<file path="src/rtl/mem_pkg.sv">
`default_nettype none

package mem_pkg;

    // ====================
    // Bus widths
    // ====================

    // Byte address of one access
    localparam int ADDR_W = 32;
    // One data beat, read or write
    localparam int DATA_W = 32;
    // Transaction tag, returned unchanged with the response
    localparam int ID_W   = 4;

    // ====================
    // Request and response
    // ====================

    // Generic request, one beat per transaction
    // Read when we is low, wdata is then don't care
    typedef struct packed {
        logic [ADDR_W-1:0] addr;
        logic [DATA_W-1:0] wdata;
        logic              we;
        logic [ID_W-1:0]   id;
    } mem_req_t;

    // Generic response
    // Read data, or write acknowledge with data unused
    typedef struct packed {
        logic [DATA_W-1:0] data;
        logic [ID_W-1:0]   id;
        // Slave or decode error
        logic              err;
        // Final beat of the transaction
        logic              last;
    } mem_rsp_t;

endpackage

`default_nettype wire

</file>
<file path="src/rtl/proto_pkg.sv">
`default_nettype none

package proto_pkg;

    // ====================
    // Protocol selection
    // ====================

    // Protocol code, also the lane index for codes below NUM_LANES
    typedef enum logic [1:0] {
        PROTO_AXI4   = 2'd0,
        PROTO_CHI    = 2'd1,
        PROTO_TL     = 2'd2,
        PROTO_CUSTOM = 2'd3
    } proto_e;

    // External lanes, one per real protocol
    localparam int NUM_LANES  = 3;
    // Request buffer entries per lane
    localparam int LANE_DEPTH = 2;
    // Counters and status word
    localparam int CNT_W      = 32;

    // ====================
    // Configuration word
    // ====================
    localparam int CFG_W         = 32;
    localparam int CFG_PROTO_LSB = 0;
    localparam int CFG_EN_BIT    = 2;
    localparam int CFG_DBG_BIT   = 3;
    localparam int CFG_OPT_LSB   = 8;
    localparam int CFG_OPT_MSB   = 15;

    // Status word layout
    localparam int STS_PROTO_LSB = 0;
    localparam int STS_OPT_LSB   = 2;
    localparam int STS_CNTL_LSB  = 8;
    localparam int STS_DBG_BIT   = 14;
    localparam int STS_EN_BIT    = 15;
    localparam int STS_CNTH_LSB  = 16;

    // Dispatch stage to lane, valid for one cycle per request
    typedef struct packed {
        logic              valid;
        mem_pkg::mem_req_t req;
    } lane_req_t;

endpackage

`default_nettype wire

</file>
<file path="src/rtl/req_dispatch.sv">
`timescale 1ns/1ps
`default_nettype none

module req_dispatch (
    input  logic                                 clk_i,
    input  logic                                 rst_ni,
    input  logic [proto_pkg::CFG_W-1:0]          config_i,
    input  logic                                 req_valid_i,
    input  mem_pkg::mem_req_t                    req_i,
    output logic                                 req_ready_o,
    input  logic [proto_pkg::NUM_LANES-1:0]      lane_space_i,
    input  logic                                 loop_space_i,
    output proto_pkg::lane_req_t                 lane_req_o [proto_pkg::NUM_LANES],
    output proto_pkg::lane_req_t                 loop_req_o,
    output proto_pkg::proto_e                    proto_o
);

    import mem_pkg::*;
    import proto_pkg::*;

    // ====================
    // Config decode
    // ====================
    proto_e cfg_proto;
    logic   cfg_en;

    assign cfg_proto = proto_e'(config_i[CFG_PROTO_LSB +: 2]);
    assign cfg_en    = config_i[CFG_EN_BIT];

    // Registered copy, takes effect one cycle after a config change
    proto_e proto_q;
    logic   en_q;

    always_ff @(posedge clk_i or negedge rst_ni) begin
        if (!rst_ni) begin
            proto_q <= PROTO_AXI4;
            en_q    <= 1'b0;
        end else begin
            proto_q <= cfg_proto;
            en_q    <= cfg_en;
        end
    end

    assign proto_o = proto_q;

    // Space of the current target, loopback register for custom
    logic sel_space;

    always_comb begin
        if (proto_q == PROTO_CUSTOM) begin
            sel_space = loop_space_i;
        end else begin
            sel_space = lane_space_i[proto_q];
        end
    end

    assign req_ready_o = en_q & sel_space;

    // ====================
    // Dispatch stage
    // ====================
    logic     stg_valid_q;
    proto_e   stg_tgt_q;
    mem_req_t stg_req_q;

    always_ff @(posedge clk_i or negedge rst_ni) begin
        if (!rst_ni) begin
            stg_valid_q <= 1'b0;
            stg_tgt_q   <= PROTO_AXI4;
        end else begin
            // Single cycle hold, target tagged at acceptance
            stg_valid_q <= req_valid_i & req_ready_o;
            if (req_valid_i && req_ready_o) begin
                stg_tgt_q <= proto_q;
            end
        end
    end

    // Payload only
    always_ff @(posedge clk_i) begin
        if (req_valid_i && req_ready_o) begin
            stg_req_q <= req_i;
        end
    end

    // Steering, payload shared and valid decoded per target
    logic [NUM_LANES-1:0] lane_vld;

    for (genvar i = 0; i < NUM_LANES; i++) begin : g_steer
        assign lane_vld[i]         = stg_valid_q && (stg_tgt_q == proto_e'(i));
        assign lane_req_o[i].valid = lane_vld[i];
        assign lane_req_o[i].req   = stg_req_q;
    end

    assign loop_req_o.valid = stg_valid_q && (stg_tgt_q == PROTO_CUSTOM);
    assign loop_req_o.req   = stg_req_q;

    // One target per dispatched request
    a_one_target: assert property (@(posedge clk_i) disable iff (!rst_ni)
        $onehot0({loop_req_o.valid, lane_vld}));

    // No dispatch while the switch is disabled
    a_en_before_valid: assert property (@(posedge clk_i) disable iff (!rst_ni)
        (loop_req_o.valid || (|lane_vld)) |-> en_q);

endmodule

`default_nettype wire

</file>
<file path="src/rtl/port_lane.sv">
`timescale 1ns/1ps
`default_nettype none

module port_lane (
    input  logic                 clk_i,
    input  logic                 rst_ni,
    input  proto_pkg::lane_req_t in_i,
    output logic                 space_o,
    output logic                 lane_req_valid_o,
    output mem_pkg::mem_req_t    lane_req_o,
    input  logic                 lane_req_ready_i,
    input  logic                 lane_rsp_valid_i,
    input  mem_pkg::mem_rsp_t    lane_rsp_i,
    output logic                 lane_rsp_ready_o,
    output logic                 rsp_valid_o,
    output mem_pkg::mem_rsp_t    rsp_o,
    input  logic                 rsp_take_i
);

    import mem_pkg::*;
    import proto_pkg::*;

    localparam int PTR_W  = (LANE_DEPTH > 1) ? $clog2(LANE_DEPTH) : 1;
    localparam int FILL_W = $clog2(LANE_DEPTH + 1);

    // ====================
    // Request FIFO
    // ====================
    mem_req_t          buf_q [LANE_DEPTH];
    logic [PTR_W-1:0]  wr_ptr_q;
    logic [PTR_W-1:0]  rd_ptr_q;
    logic [FILL_W-1:0] fill_q;
    logic              push;
    logic              pop;

    assign push = in_i.valid;
    assign pop  = lane_req_valid_o & lane_req_ready_i;

    always_ff @(posedge clk_i or negedge rst_ni) begin
        if (!rst_ni) begin
            wr_ptr_q <= '0;
            rd_ptr_q <= '0;
            fill_q   <= '0;
        end else begin
            if (push) begin
                wr_ptr_q <= (wr_ptr_q == PTR_W'(LANE_DEPTH - 1)) ? '0 : wr_ptr_q + 1'b1;
            end
            if (pop) begin
                rd_ptr_q <= (rd_ptr_q == PTR_W'(LANE_DEPTH - 1)) ? '0 : rd_ptr_q + 1'b1;
            end
            fill_q <= fill_q + FILL_W'(push) - FILL_W'(pop);
        end
    end

    // Storage
    always_ff @(posedge clk_i) begin
        if (push) begin
            buf_q[wr_ptr_q] <= in_i.req;
        end
    end

    // Oldest entry goes out first
    assign lane_req_valid_o = (fill_q != '0);
    assign lane_req_o       = buf_q[rd_ptr_q];

    // Entry in the dispatch stage already counts as taken
    assign space_o = (int'(fill_q) + int'(in_i.valid)) < LANE_DEPTH;

    // Response path, no storage here
    assign rsp_valid_o      = lane_rsp_valid_i;
    assign rsp_o            = lane_rsp_i;
    assign lane_rsp_ready_o = rsp_take_i;

    // Dispatch must honour the space flag
    a_no_overflow: assert property (@(posedge clk_i) disable iff (!rst_ni)
        in_i.valid |-> (int'(fill_q) < LANE_DEPTH));

endmodule

`default_nettype wire

</file>
<file path="src/rtl/rsp_collect.sv">
`timescale 1ns/1ps
`default_nettype none

module rsp_collect (
    input  logic                            clk_i,
    input  logic                            rst_ni,
    input  proto_pkg::proto_e               proto_i,
    input  logic [proto_pkg::NUM_LANES-1:0] lane_rsp_valid_i,
    input  mem_pkg::mem_rsp_t               lane_rsp_i [proto_pkg::NUM_LANES],
    output logic [proto_pkg::NUM_LANES-1:0] lane_take_o,
    input  proto_pkg::lane_req_t            loop_req_i,
    output logic                            loop_space_o,
    output logic                            rsp_valid_o,
    output mem_pkg::mem_rsp_t               rsp_o,
    input  logic                            rsp_ready_i
);

    import mem_pkg::*;
    import proto_pkg::*;

    // ====================
    // Custom loopback
    // ====================
    logic     loop_valid_q;
    mem_rsp_t loop_rsp_q;
    logic     loop_take;

    // Drained only while custom is selected
    assign loop_take = (proto_i == PROTO_CUSTOM) & loop_valid_q & rsp_ready_i;

    always_ff @(posedge clk_i or negedge rst_ni) begin
        if (!rst_ni) begin
            loop_valid_q <= 1'b0;
        end else if (loop_req_i.valid) begin
            loop_valid_q <= 1'b1;
        end else if (loop_take) begin
            loop_valid_q <= 1'b0;
        end
    end

    // Echo the address back as read data
    always_ff @(posedge clk_i) begin
        if (loop_req_i.valid) begin
            loop_rsp_q.data <= DATA_W'(loop_req_i.req.addr);
            loop_rsp_q.id   <= loop_req_i.req.id;
            loop_rsp_q.err  <= 1'b0;
            loop_rsp_q.last <= 1'b1;
        end
    end

    // One entry, an arriving request fills it
    assign loop_space_o = ~loop_valid_q & ~loop_req_i.valid;

    // ====================
    // Response select
    // ====================
    always_comb begin
        lane_take_o = '0;
        if (proto_i == PROTO_CUSTOM) begin
            rsp_valid_o = loop_valid_q;
            rsp_o       = loop_rsp_q;
        end else begin
            rsp_valid_o = lane_rsp_valid_i[proto_i];
            rsp_o       = lane_rsp_i[proto_i];
            // Handshake back to the selected lane only
            lane_take_o[proto_i] = lane_rsp_valid_i[proto_i] & rsp_ready_i;
        end
    end

    // Stalled response holds, unless the protocol was switched
    a_rsp_hold: assert property (@(posedge clk_i) disable iff (!rst_ni)
        (rsp_valid_o && !rsp_ready_i) |=>
            ($changed(proto_i) || (rsp_valid_o && $stable(rsp_o))));

endmodule

`default_nettype wire

</file>
<file path="src/rtl/perf_status.sv">
`timescale 1ns/1ps
`default_nettype none

module perf_status (
    input  logic                        clk_i,
    input  logic                        rst_ni,
    input  logic [proto_pkg::CFG_W-1:0] config_i,
    input  logic                        req_fire_i,
    input  logic                        rsp_fire_i,
    output logic [proto_pkg::CNT_W-1:0] trans_cnt_o,
    output logic [proto_pkg::CNT_W-1:0] beat_cnt_o,
    output logic [proto_pkg::CNT_W-1:0] lat_avg_o,
    output logic [proto_pkg::CNT_W-1:0] status_o
);

    import proto_pkg::*;

    // ====================
    // Counters
    // ====================
    logic [CNT_W-1:0] trans_q;
    logic [CNT_W-1:0] beat_q;
    logic [CNT_W-1:0] timer_q;
    logic [CNT_W-1:0] acc_q;
    logic             pending_q;

    always_ff @(posedge clk_i or negedge rst_ni) begin
        if (!rst_ni) begin
            trans_q   <= '0;
            beat_q    <= '0;
            timer_q   <= '0;
            acc_q     <= '0;
            pending_q <= 1'b0;
        end else begin
            if (req_fire_i) begin
                trans_q <= trans_q + 1'b1;
            end
            if (rsp_fire_i) begin
                beat_q <= beat_q + 1'b1;
            end
            // Latency of the most recent request only
            if (req_fire_i) begin
                timer_q <= '0;
            end else if (pending_q) begin
                timer_q <= timer_q + 1'b1;
            end
            // First beat after acceptance closes the measurement
            if (rsp_fire_i && pending_q) begin
                acc_q <= acc_q + timer_q;
            end
            if (req_fire_i) begin
                pending_q <= 1'b1;
            end else if (rsp_fire_i) begin
                pending_q <= 1'b0;
            end
        end
    end

    assign trans_cnt_o = trans_q;
    assign beat_cnt_o  = beat_q;
    assign lat_avg_o   = (trans_q != '0) ? acc_q / trans_q : '0;

    // ====================
    // Status word
    // ====================
    logic [7:0] cfg_opt;

    assign cfg_opt = config_i[CFG_OPT_MSB:CFG_OPT_LSB];

    always_comb begin
        status_o = '0;
        status_o[STS_PROTO_LSB +: 2] = config_i[CFG_PROTO_LSB +: 2];
        // Upper six option bits
        status_o[STS_OPT_LSB +: 6]   = cfg_opt[7:2];
        status_o[STS_CNTL_LSB +: 4]  = trans_q[11:8];
        status_o[STS_DBG_BIT]        = config_i[CFG_DBG_BIT];
        status_o[STS_EN_BIT]         = config_i[CFG_EN_BIT];
        status_o[STS_CNTH_LSB +: 8]  = trans_q[23:16];
    end

endmodule

`default_nettype wire

</file>
<file path="src/rtl/protocol_switch.sv">
`timescale 1ns/1ps
`default_nettype none

module protocol_switch (
    input  logic                            clk_i,
    input  logic                            rst_ni,
    input  logic [proto_pkg::CFG_W-1:0]     config_i,
    output logic [proto_pkg::CNT_W-1:0]     status_o,
    // Generic memory port
    input  logic                            req_valid_i,
    input  mem_pkg::mem_req_t               req_i,
    output logic                            req_ready_o,
    output logic                            rsp_valid_o,
    output mem_pkg::mem_rsp_t               rsp_o,
    input  logic                            rsp_ready_i,
    // External lanes, AXI4, CHI, TileLink
    output logic [proto_pkg::NUM_LANES-1:0] lane_req_valid_o,
    output mem_pkg::mem_req_t               lane_req_o [proto_pkg::NUM_LANES],
    input  logic [proto_pkg::NUM_LANES-1:0] lane_req_ready_i,
    input  logic [proto_pkg::NUM_LANES-1:0] lane_rsp_valid_i,
    input  mem_pkg::mem_rsp_t               lane_rsp_i [proto_pkg::NUM_LANES],
    output logic [proto_pkg::NUM_LANES-1:0] lane_rsp_ready_o,
    // Performance counters
    output logic [proto_pkg::CNT_W-1:0]     trans_cnt_o,
    output logic [proto_pkg::CNT_W-1:0]     beat_cnt_o,
    output logic [proto_pkg::CNT_W-1:0]     lat_avg_o
);

    import mem_pkg::*;
    import proto_pkg::*;

    // ====================
    // Internal wires
    // ====================
    lane_req_t            lane_in [NUM_LANES];
    logic [NUM_LANES-1:0] lane_space;
    logic [NUM_LANES-1:0] lane_up_valid;
    mem_rsp_t             lane_up_rsp [NUM_LANES];
    logic [NUM_LANES-1:0] lane_take;
    lane_req_t            loop_req;
    logic                 loop_space;
    proto_e               proto_q;
    logic                 req_fire;
    logic                 rsp_fire;

    // Generic port handshakes
    assign req_fire = req_valid_i & req_ready_o;
    assign rsp_fire = rsp_valid_o & rsp_ready_i;

    req_dispatch u_dispatch (
        .clk_i        (clk_i),
        .rst_ni       (rst_ni),
        .config_i     (config_i),
        .req_valid_i  (req_valid_i),
        .req_i        (req_i),
        .req_ready_o  (req_ready_o),
        .lane_space_i (lane_space),
        .loop_space_i (loop_space),
        .lane_req_o   (lane_in),
        .loop_req_o   (loop_req),
        .proto_o      (proto_q)
    );

    // One buffered lane per external protocol port
    for (genvar i = 0; i < NUM_LANES; i++) begin : g_lane
        port_lane u_lane (
            .clk_i            (clk_i),
            .rst_ni           (rst_ni),
            .in_i             (lane_in[i]),
            .space_o          (lane_space[i]),
            .lane_req_valid_o (lane_req_valid_o[i]),
            .lane_req_o       (lane_req_o[i]),
            .lane_req_ready_i (lane_req_ready_i[i]),
            .lane_rsp_valid_i (lane_rsp_valid_i[i]),
            .lane_rsp_i       (lane_rsp_i[i]),
            .lane_rsp_ready_o (lane_rsp_ready_o[i]),
            .rsp_valid_o      (lane_up_valid[i]),
            .rsp_o            (lane_up_rsp[i]),
            .rsp_take_i       (lane_take[i])
        );
    end

    rsp_collect u_collect (
        .clk_i            (clk_i),
        .rst_ni           (rst_ni),
        .proto_i          (proto_q),
        .lane_rsp_valid_i (lane_up_valid),
        .lane_rsp_i       (lane_up_rsp),
        .lane_take_o      (lane_take),
        .loop_req_i       (loop_req),
        .loop_space_o     (loop_space),
        .rsp_valid_o      (rsp_valid_o),
        .rsp_o            (rsp_o),
        .rsp_ready_i      (rsp_ready_i)
    );

    perf_status u_perf (
        .clk_i       (clk_i),
        .rst_ni      (rst_ni),
        .config_i    (config_i),
        .req_fire_i  (req_fire),
        .rsp_fire_i  (rsp_fire),
        .trans_cnt_o (trans_cnt_o),
        .beat_cnt_o  (beat_cnt_o),
        .lat_avg_o   (lat_avg_o),
        .status_o    (status_o)
    );

endmodule

`default_nettype wire

</file>
<file path="config.mk">
export PLATFORM = sky130hd
export DESIGN_NAME = protocol_switch
export DESIGN_NICKNAME = d
export VERILOG_FILES = /design/src/rtl/mem_pkg.sv /design/src/rtl/proto_pkg.sv /design/src/rtl/req_dispatch.sv /design/src/rtl/port_lane.sv /design/src/rtl/rsp_collect.sv /design/src/rtl/perf_status.sv /design/src/rtl/protocol_switch.sv
export SDC_FILE = /design/constraint.sdc
export NUM_CORES = 2
export LEC_CHECK = 0
export ABC_CLOCK_PERIOD_IN_PS = 110100
export BUFFER_PORTS_ARGS = -buffer_cell sky130_fd_sc_hd__buf_4
export CAP_MARGIN = 20
export CORE_MARGIN = 2
export CORE_UTILIZATION = 43
export DETAILED_ROUTE_END_ITERATION = 6
export GPL_ROUTABILITY_DRIVEN = 0
export GPL_TIMING_DRIVEN = 0
export HOLD_SLACK_MARGIN = 0.08
export PLACE_DENSITY_LB_ADDON = 0.15
export SYNTH_ARGS = -nofsm -noshare
export SYNTH_HDL_FRONTEND = slang
export SYNTH_HIERARCHICAL = 1
export SYNTH_SLANG_ARGS = --single-unit
</file>
<file path="constraint.sdc">
create_clock -name clk_i -period 110.1 [get_ports clk_i]
set_clock_uncertainty 0.15 [all_clocks]
set_input_delay 16.515 -clock clk_i [delete_from_list [all_inputs] [get_ports clk_i]]
set_output_delay 16.515 -clock clk_i [all_outputs]
set_load 0.01 [all_outputs]
</file>
# ---- After elaboration in Yosys (flattened, before gate mapping)
# Memories as Yosys holds them, arrays and structs flattened.
# Index checks and enable logic that the tools add are counted.
# Widths: inputs -> output; s select.
dict set report totals {
  reg_bits 253
  ram_bits 414
  out_inout_bits 381
  wordCells 119
  n_memories 3
}
# memory depth width rd rd_clocked_by_memory_dff write_ports line_no
set mem_list {}
lappend mem_list {{g_lane[0].u_lane.buf_q} 2 69 1 0 1 port_lane.sv:29} ;# mem_req_t buf_q [LANE_DEPTH];
lappend mem_list {{g_lane[1].u_lane.buf_q} 2 69 1 0 1 port_lane.sv:29}
lappend mem_list {{g_lane[2].u_lane.buf_q} 2 69 1 0 1 port_lane.sv:29}
dict set report op_classes {
  add_sub_neg 19
  n_div 1
  order_cmp 6
  n_eq_ne 4
  mux 32
  bitwise 14
  n_reduce_logical 15
}
# cell count
set op_table {}
lappend op_table {{$mux 38} 3}
lappend op_table {{$add 32x1->32 const B} 3}
lappend op_table {{$lt 32x3->1 const B} 3}
lappend op_table {{$mux 32} 3}
lappend op_table {{$bmux 38 s2} 1}
lappend op_table {{$add 32x32->32} 1}
lappend op_table {{$div 32x32->32} 1}
lappend op_table {{$reduce_bool 32->1} 1}
lappend op_table {{$mux 1} 21}
lappend op_table {{$reduce_bool 2->1} 6}
lappend op_table {{$and 1x1->1} 10}
lappend op_table {{$add 2x1->3} 3}
lappend op_table {{$logic_and 1x1->1} 7}
lappend op_table {{$add 1x1->1 const B} 6}
lappend op_table {{$add 2x1->2} 3}
lappend op_table {{$eq 2x2->1 const B} 3}
lappend op_table {{$sub 2x1->2} 3}
lappend op_table {{$bmux 1 s2} 2}
lappend op_table {{$and 3x3->3} 1}
lappend op_table {{$ge 3x3->1 const B} 1}
lappend op_table {{$lt 2x3->1 const B} 1}
lappend op_table {{$mux 3} 1}
lappend op_table {{$not 2->3} 1}
lappend op_table {{$demux 1 s2} 1}
lappend op_table {{other kinds (4)} 5}

# ---- Logic depth before layout (Yosys ltp)
dict set report logic_depth {
  ltp_word 10
  mapped_depth 342
  mapped_depth_nobuf 313
}

# ---- Modules after synthesis
# The synthesis kept the hierarchy.
# module n_inst cells_per_inst area_each_um2
set by_module_without_submodules {}
lappend by_module_without_submodules {perf_status 1 5025 36109.6}
lappend by_module_without_submodules {port_lane 3 272 5830.6}
lappend by_module_without_submodules {req_dispatch 1 298 3895.0}
lappend by_module_without_submodules {rsp_collect 1 96 2147.1}
lappend by_module_without_submodules {protocol_switch 1 2 12.5}

# ---- Worst setup path before layout
# No wires, ideal clock.
dict set report synth_timing {
  path_kind {register to output}
  start {reg u_perf.trans_q[14], in the netlist u_perf/trans_cnt_o[14]}
  end {out lat_avg_o[0] in the netlist's numbering}
  t_arrival_ps 67706
  setup_slack_ps 25729
  path_stages_with_launch 314
  n_path_buf 47
  cell_sequence {dfrtp_1 -> buf_2 -> or4_4 -> nor4_4 -> nand3_2 -> nor3_1 -> a21oi_1 -> a21oi_1 -> ha_1 -> o21a_1 -> o31ai_1 -> nor2_1 -> o32a_1 -> ha_1 -> o211ai_1 -> nand2_1 -> mux2_2 -> nand3_1 -> (+278 left out) -> nor2_1 -> clkbuf_1 -> nor2_1 -> a21oi_1 -> ha_1 -> a21o_1 -> a21o_1 -> a21o_1 -> a21o_1 -> a21o_1 -> a21o_1 -> a21oi_1 -> nor2b_1 -> o21ai_0 -> nand2b_1 -> a21oi_1 -> o2111a_1 -> o22ai_1}
}
dict set report synth_via {
  elab_chain_cells 2
}
# item line_no
set synth_rtl {}
lappend synth_rtl {{start: declaration} perf_status.sv:21} ;# logic [CNT_W-1:0] trans_q;
lappend synth_rtl {{start signal: assignment} perf_status.sv:36} ;# trans_q <= trans_q + 1'b1;
lappend synth_rtl {{$div 32x32->32 or $reduce_bool 32->1 (tied branches)} perf_status.sv:61} ;# assign lat_avg_o = (trans_q != '0) ? acc_q / trans_q : '0;
lappend synth_rtl {{$mux 32 *} perf_status.sv:61}
lappend synth_rtl {{end: declaration} protocol_switch.sv:26} ;# output logic [proto_pkg::CNT_W-1:0] lat_avg_o
# Every way passes the cells marked *; elsewhere a longest branch is shown, timed or not.

# ---- Worst setup path in the final report
dict set report layout_timing {
  start {reg u_perf.trans_q[9], in the netlist u_perf/trans_cnt_o[9]}
  end {out lat_avg_o[0] in the netlist's numbering}
}
# The elaborated chain is that of the path after synthesis.

==> results by group <==
Status
  • Status: complete, no violations

Place
  • Setup WS pre-CTS: -1.213 ns
  • Port Buffers: 449
  • Detailed placement HPWL: 167200 µm

Die
  • Initial Util: between 40 and 50%
  • Die H: 375.7 µm
  • Ports: slightly above 600
  • Std-Cell Rows: 136
  • DIE WIDTH: between 300 and 400 µm
  • Die ar.: 141100 µm²
  • Core area: around 140000 µm²

Global routing
  • Largest net degree at the start of global routing: 83
  • Gr ovfl total: 0
  • Tot GR Track Use: between 20 and 30%
  • Vias in the first global route: 48.39k
  • Initial antenna violation count: 5
  • Global-route wire length before repair: 311300 µm

Critical path
  • Worst path most repeated cell: a21oi_1
  • Max incr delay on CP: 0.86 ns
  • Req. time, crit path: 93.43 ns
  • Critical Path AT: 88.97 ns
  • CP Max Fanout: 10
  • Crit path launch: u_perf/trans_cnt_o[9]
  • Critical path class: flip-flop to output port
  • Reg-to-reg critical path startpoint: u_dispatch/stg_tgt_q[1]
  • Slowest cell on the critical path: or4_1
  • CP Capture Type: output port
  • CP startpoint kind: flip-flop

Timing
  • Worst slew pin tran: 1.209 ns
  • Rel. slew slack: a little under a fifth
  • Final Hold Fails: 0
  • Min Tclk post-route: 105.64 ns
  • Hold WS: 0.3224 ns
  • Peak Freq: ~9.5 MHz
  • Pins over their slew limit: 0
  • Setup violators final: 0
  • Period utilization: 95.95%
  • PnR worst setup slack: between 4 and 5 ns

Job
  • Maxcap violations: 0

Routing
  • Via count: a little over 50k
  • DR iter-0 viols: 4265
  • Detailed-route vias per instance: 5.871
  • Routed wire length: 211400 µm
  • WL/cell: 24.48 µm
  • Total iterations of the first detailed-routing run: 6
  • Final ANT Viol Nets: 0
  • # DRC: 0

Logic synthesis
  • Post-Syn Area: roughly 59000 µm²
  • Synth warn: 6
  • Mean Syn Cell Area: 9.576 µm²
  • Mapped Cells: 6204

Hold path
  • Hold Path Class: flip-flop to flip-flop
  • HP Start: u_perf/beat_cnt_o[31]

Final layout
  • Final nets: 7579
  • Fraction of layout cells with a size suffix above 1: between 20% and 30%
  • Layout overhead on the synthesized area: 15.97%

Pwr
  • Sw Pwr: 1248 µW
  • PwrDens: 37.82 nW/µm²
  • Internal power: about 1400 µW
  • Clock power frac: between 10% and 20%
  • Flop pwr share: roughly 12%
  • Lkg Pwr: ~0.030 µW
  • Switching part of the total: 47.90%
  • Max IR drop VDD: ~47 µV
  • Logic pwr share: approximately 77%
  • Power Total: 2605 µW

Clock network
  • Num CTS Buffers: 75
  • CTS tree: built
  • Skew-Pair Late Insertion Delay: 0.68 ns
  • Sink Count: ~670
  • Clk slew on worst S/H paths: 0.06 ns
  • CTS Root Cell: clkbuf_16
  • Maximum root-to-sink buffer count: 3
  • H-tree lvl count: 3
power groups by stage:
| stage | Sequential, µW | Combinational (µW) | Clock, µW |
|---|---|---|---|
| final | 320 | 2010 | 273 |
| after global routing | 323 | 2230 | 288 |
| after CTS | 320 | 1990 | 279 |
| after detailed placement | 325 | 1970 | 0 |
| after global placement | 326 | 1940 | 0 |
| after floorplan | 318 | 1510 | 0 |
state kept, by name, summed over array words and instances, names as in the netlist:
signal                  count
g_lane.u_lane/fill_q        6
u_perf/beat_cnt_o          32
u_perf/timer_q             32
g_lane.u_lane/buf_q       414
u_perf/pending_q            1
u_collect/loop_rsp_q       36
u_dispatch/stg_valid_q      1
u_dispatch/en_q             1
u_perf/trans_cnt_o         32
u_dispatch/lane_req_o      69
u_dispatch/proto_o          2
u_dispatch/stg_tgt_q        2
g_lane.u_lane/wr_ptr_q      3
u_perf/acc_q               32
u_collect/loop_valid_q      1
g_lane.u_lane/rd_ptr_q      3
timing repair:
action | 4_1_cts | 5_1_grt
pin swaps | 1 | 0
setup buffers | 2 | 0
endpoints found under the setup margin | 1 | 3
hold buffers | 0 | 0
resized for setup | 11 | 84
placed cells by master (no fill, tap or decap), types with 64 or more instances in the layout:
cell type / instances
buf_4: 779
ha_1: 570
nor2_1: 545
nand2_1: 524
edfxtp_1: 519
a21oi_1: 411
o21ai_0: 266
xnor2_1: 262
mux2_4: 209
xor2_1: 182
inv_1: 177
a21o_1: 158
nor3_1: 156
nand3_1: 150
dfrtp_1: 148
o21a_1: 132
clkbuf_1: 97
a31oi_1: 80
clkbuf_16: 76
or3_1: 74
mux2_2: 74
nand4_1: 64
critical path, delay by kind of cell (launching register included):
kind,cells,cell delay [ns]
buffers and inverters,52,15.89
adder cells (fa/ha/maj),31,10.32
AO/OA/AOI/OAI,165,44.01
multiplexers,6,2.16
AND/OR/NAND/NOR,64,14.98
flip-flops,1,0.63
area by class of cell:
cell class	count	area [µm²]
fill	12765	68430
multi-input combinational	4839	36000
sequential	667	19290
timing repair buffer	493	4280
buffer	517	3685
tap	1794	2245
clock buffer	90	1974
inverter	190	713.2
clock inverter	44	693.2
antenna	4	10.01
worst paths after layout:
path / to / cells after the start / slack, ns
min reg2reg: u_perf/beat_cnt_o[31] / 1 / 0.32
max in group asynchronous: u_perf/timer_q[8] / 2 / 93.19
max: lat_avg_o[0] / 318 / 4.46
max reg2reg: u_perf/trans_cnt_o[23] / 14 / 104.24
min: u_perf/beat_cnt_o[31] / 1 / 0.32
min in group asynchronous: u_perf/trans_cnt_o[23] / 1 / 15.66
stage by stage:
| step | cell area, µm² | setup TNS (ns) | util, % | cells |
|---|---|---|---|---|
| after global routing | 68880 | -0.06713 | 50.16 | 8634 |
| after floorplan | 59440 | 0 | - | 6213 |
| after detailed placement | 65940 | -1.213 | 48.02 | 8494 |
| after CTS | 68660 | 0 | 50.00 | 8630 |
| after global placement | 65060 | -1.169 | 47.38 | 8456 |
| final | 68890 | 0 | 50.17 | 8638 |
per-layer routing:
layer | up-vias | share of wire [%] | GRT usage, %
li1 | 23918 | - | -
met1 | 24595 | 42 | 37.50
met2 | 1865 | 46 | 47.58
met3 | 331 | 8.6 | 7.127
met4 | 8 | 3.6 | 9.866
met5 | - | 0.025 | 0
Note: power is estimated with default switching activity, not from simulation.
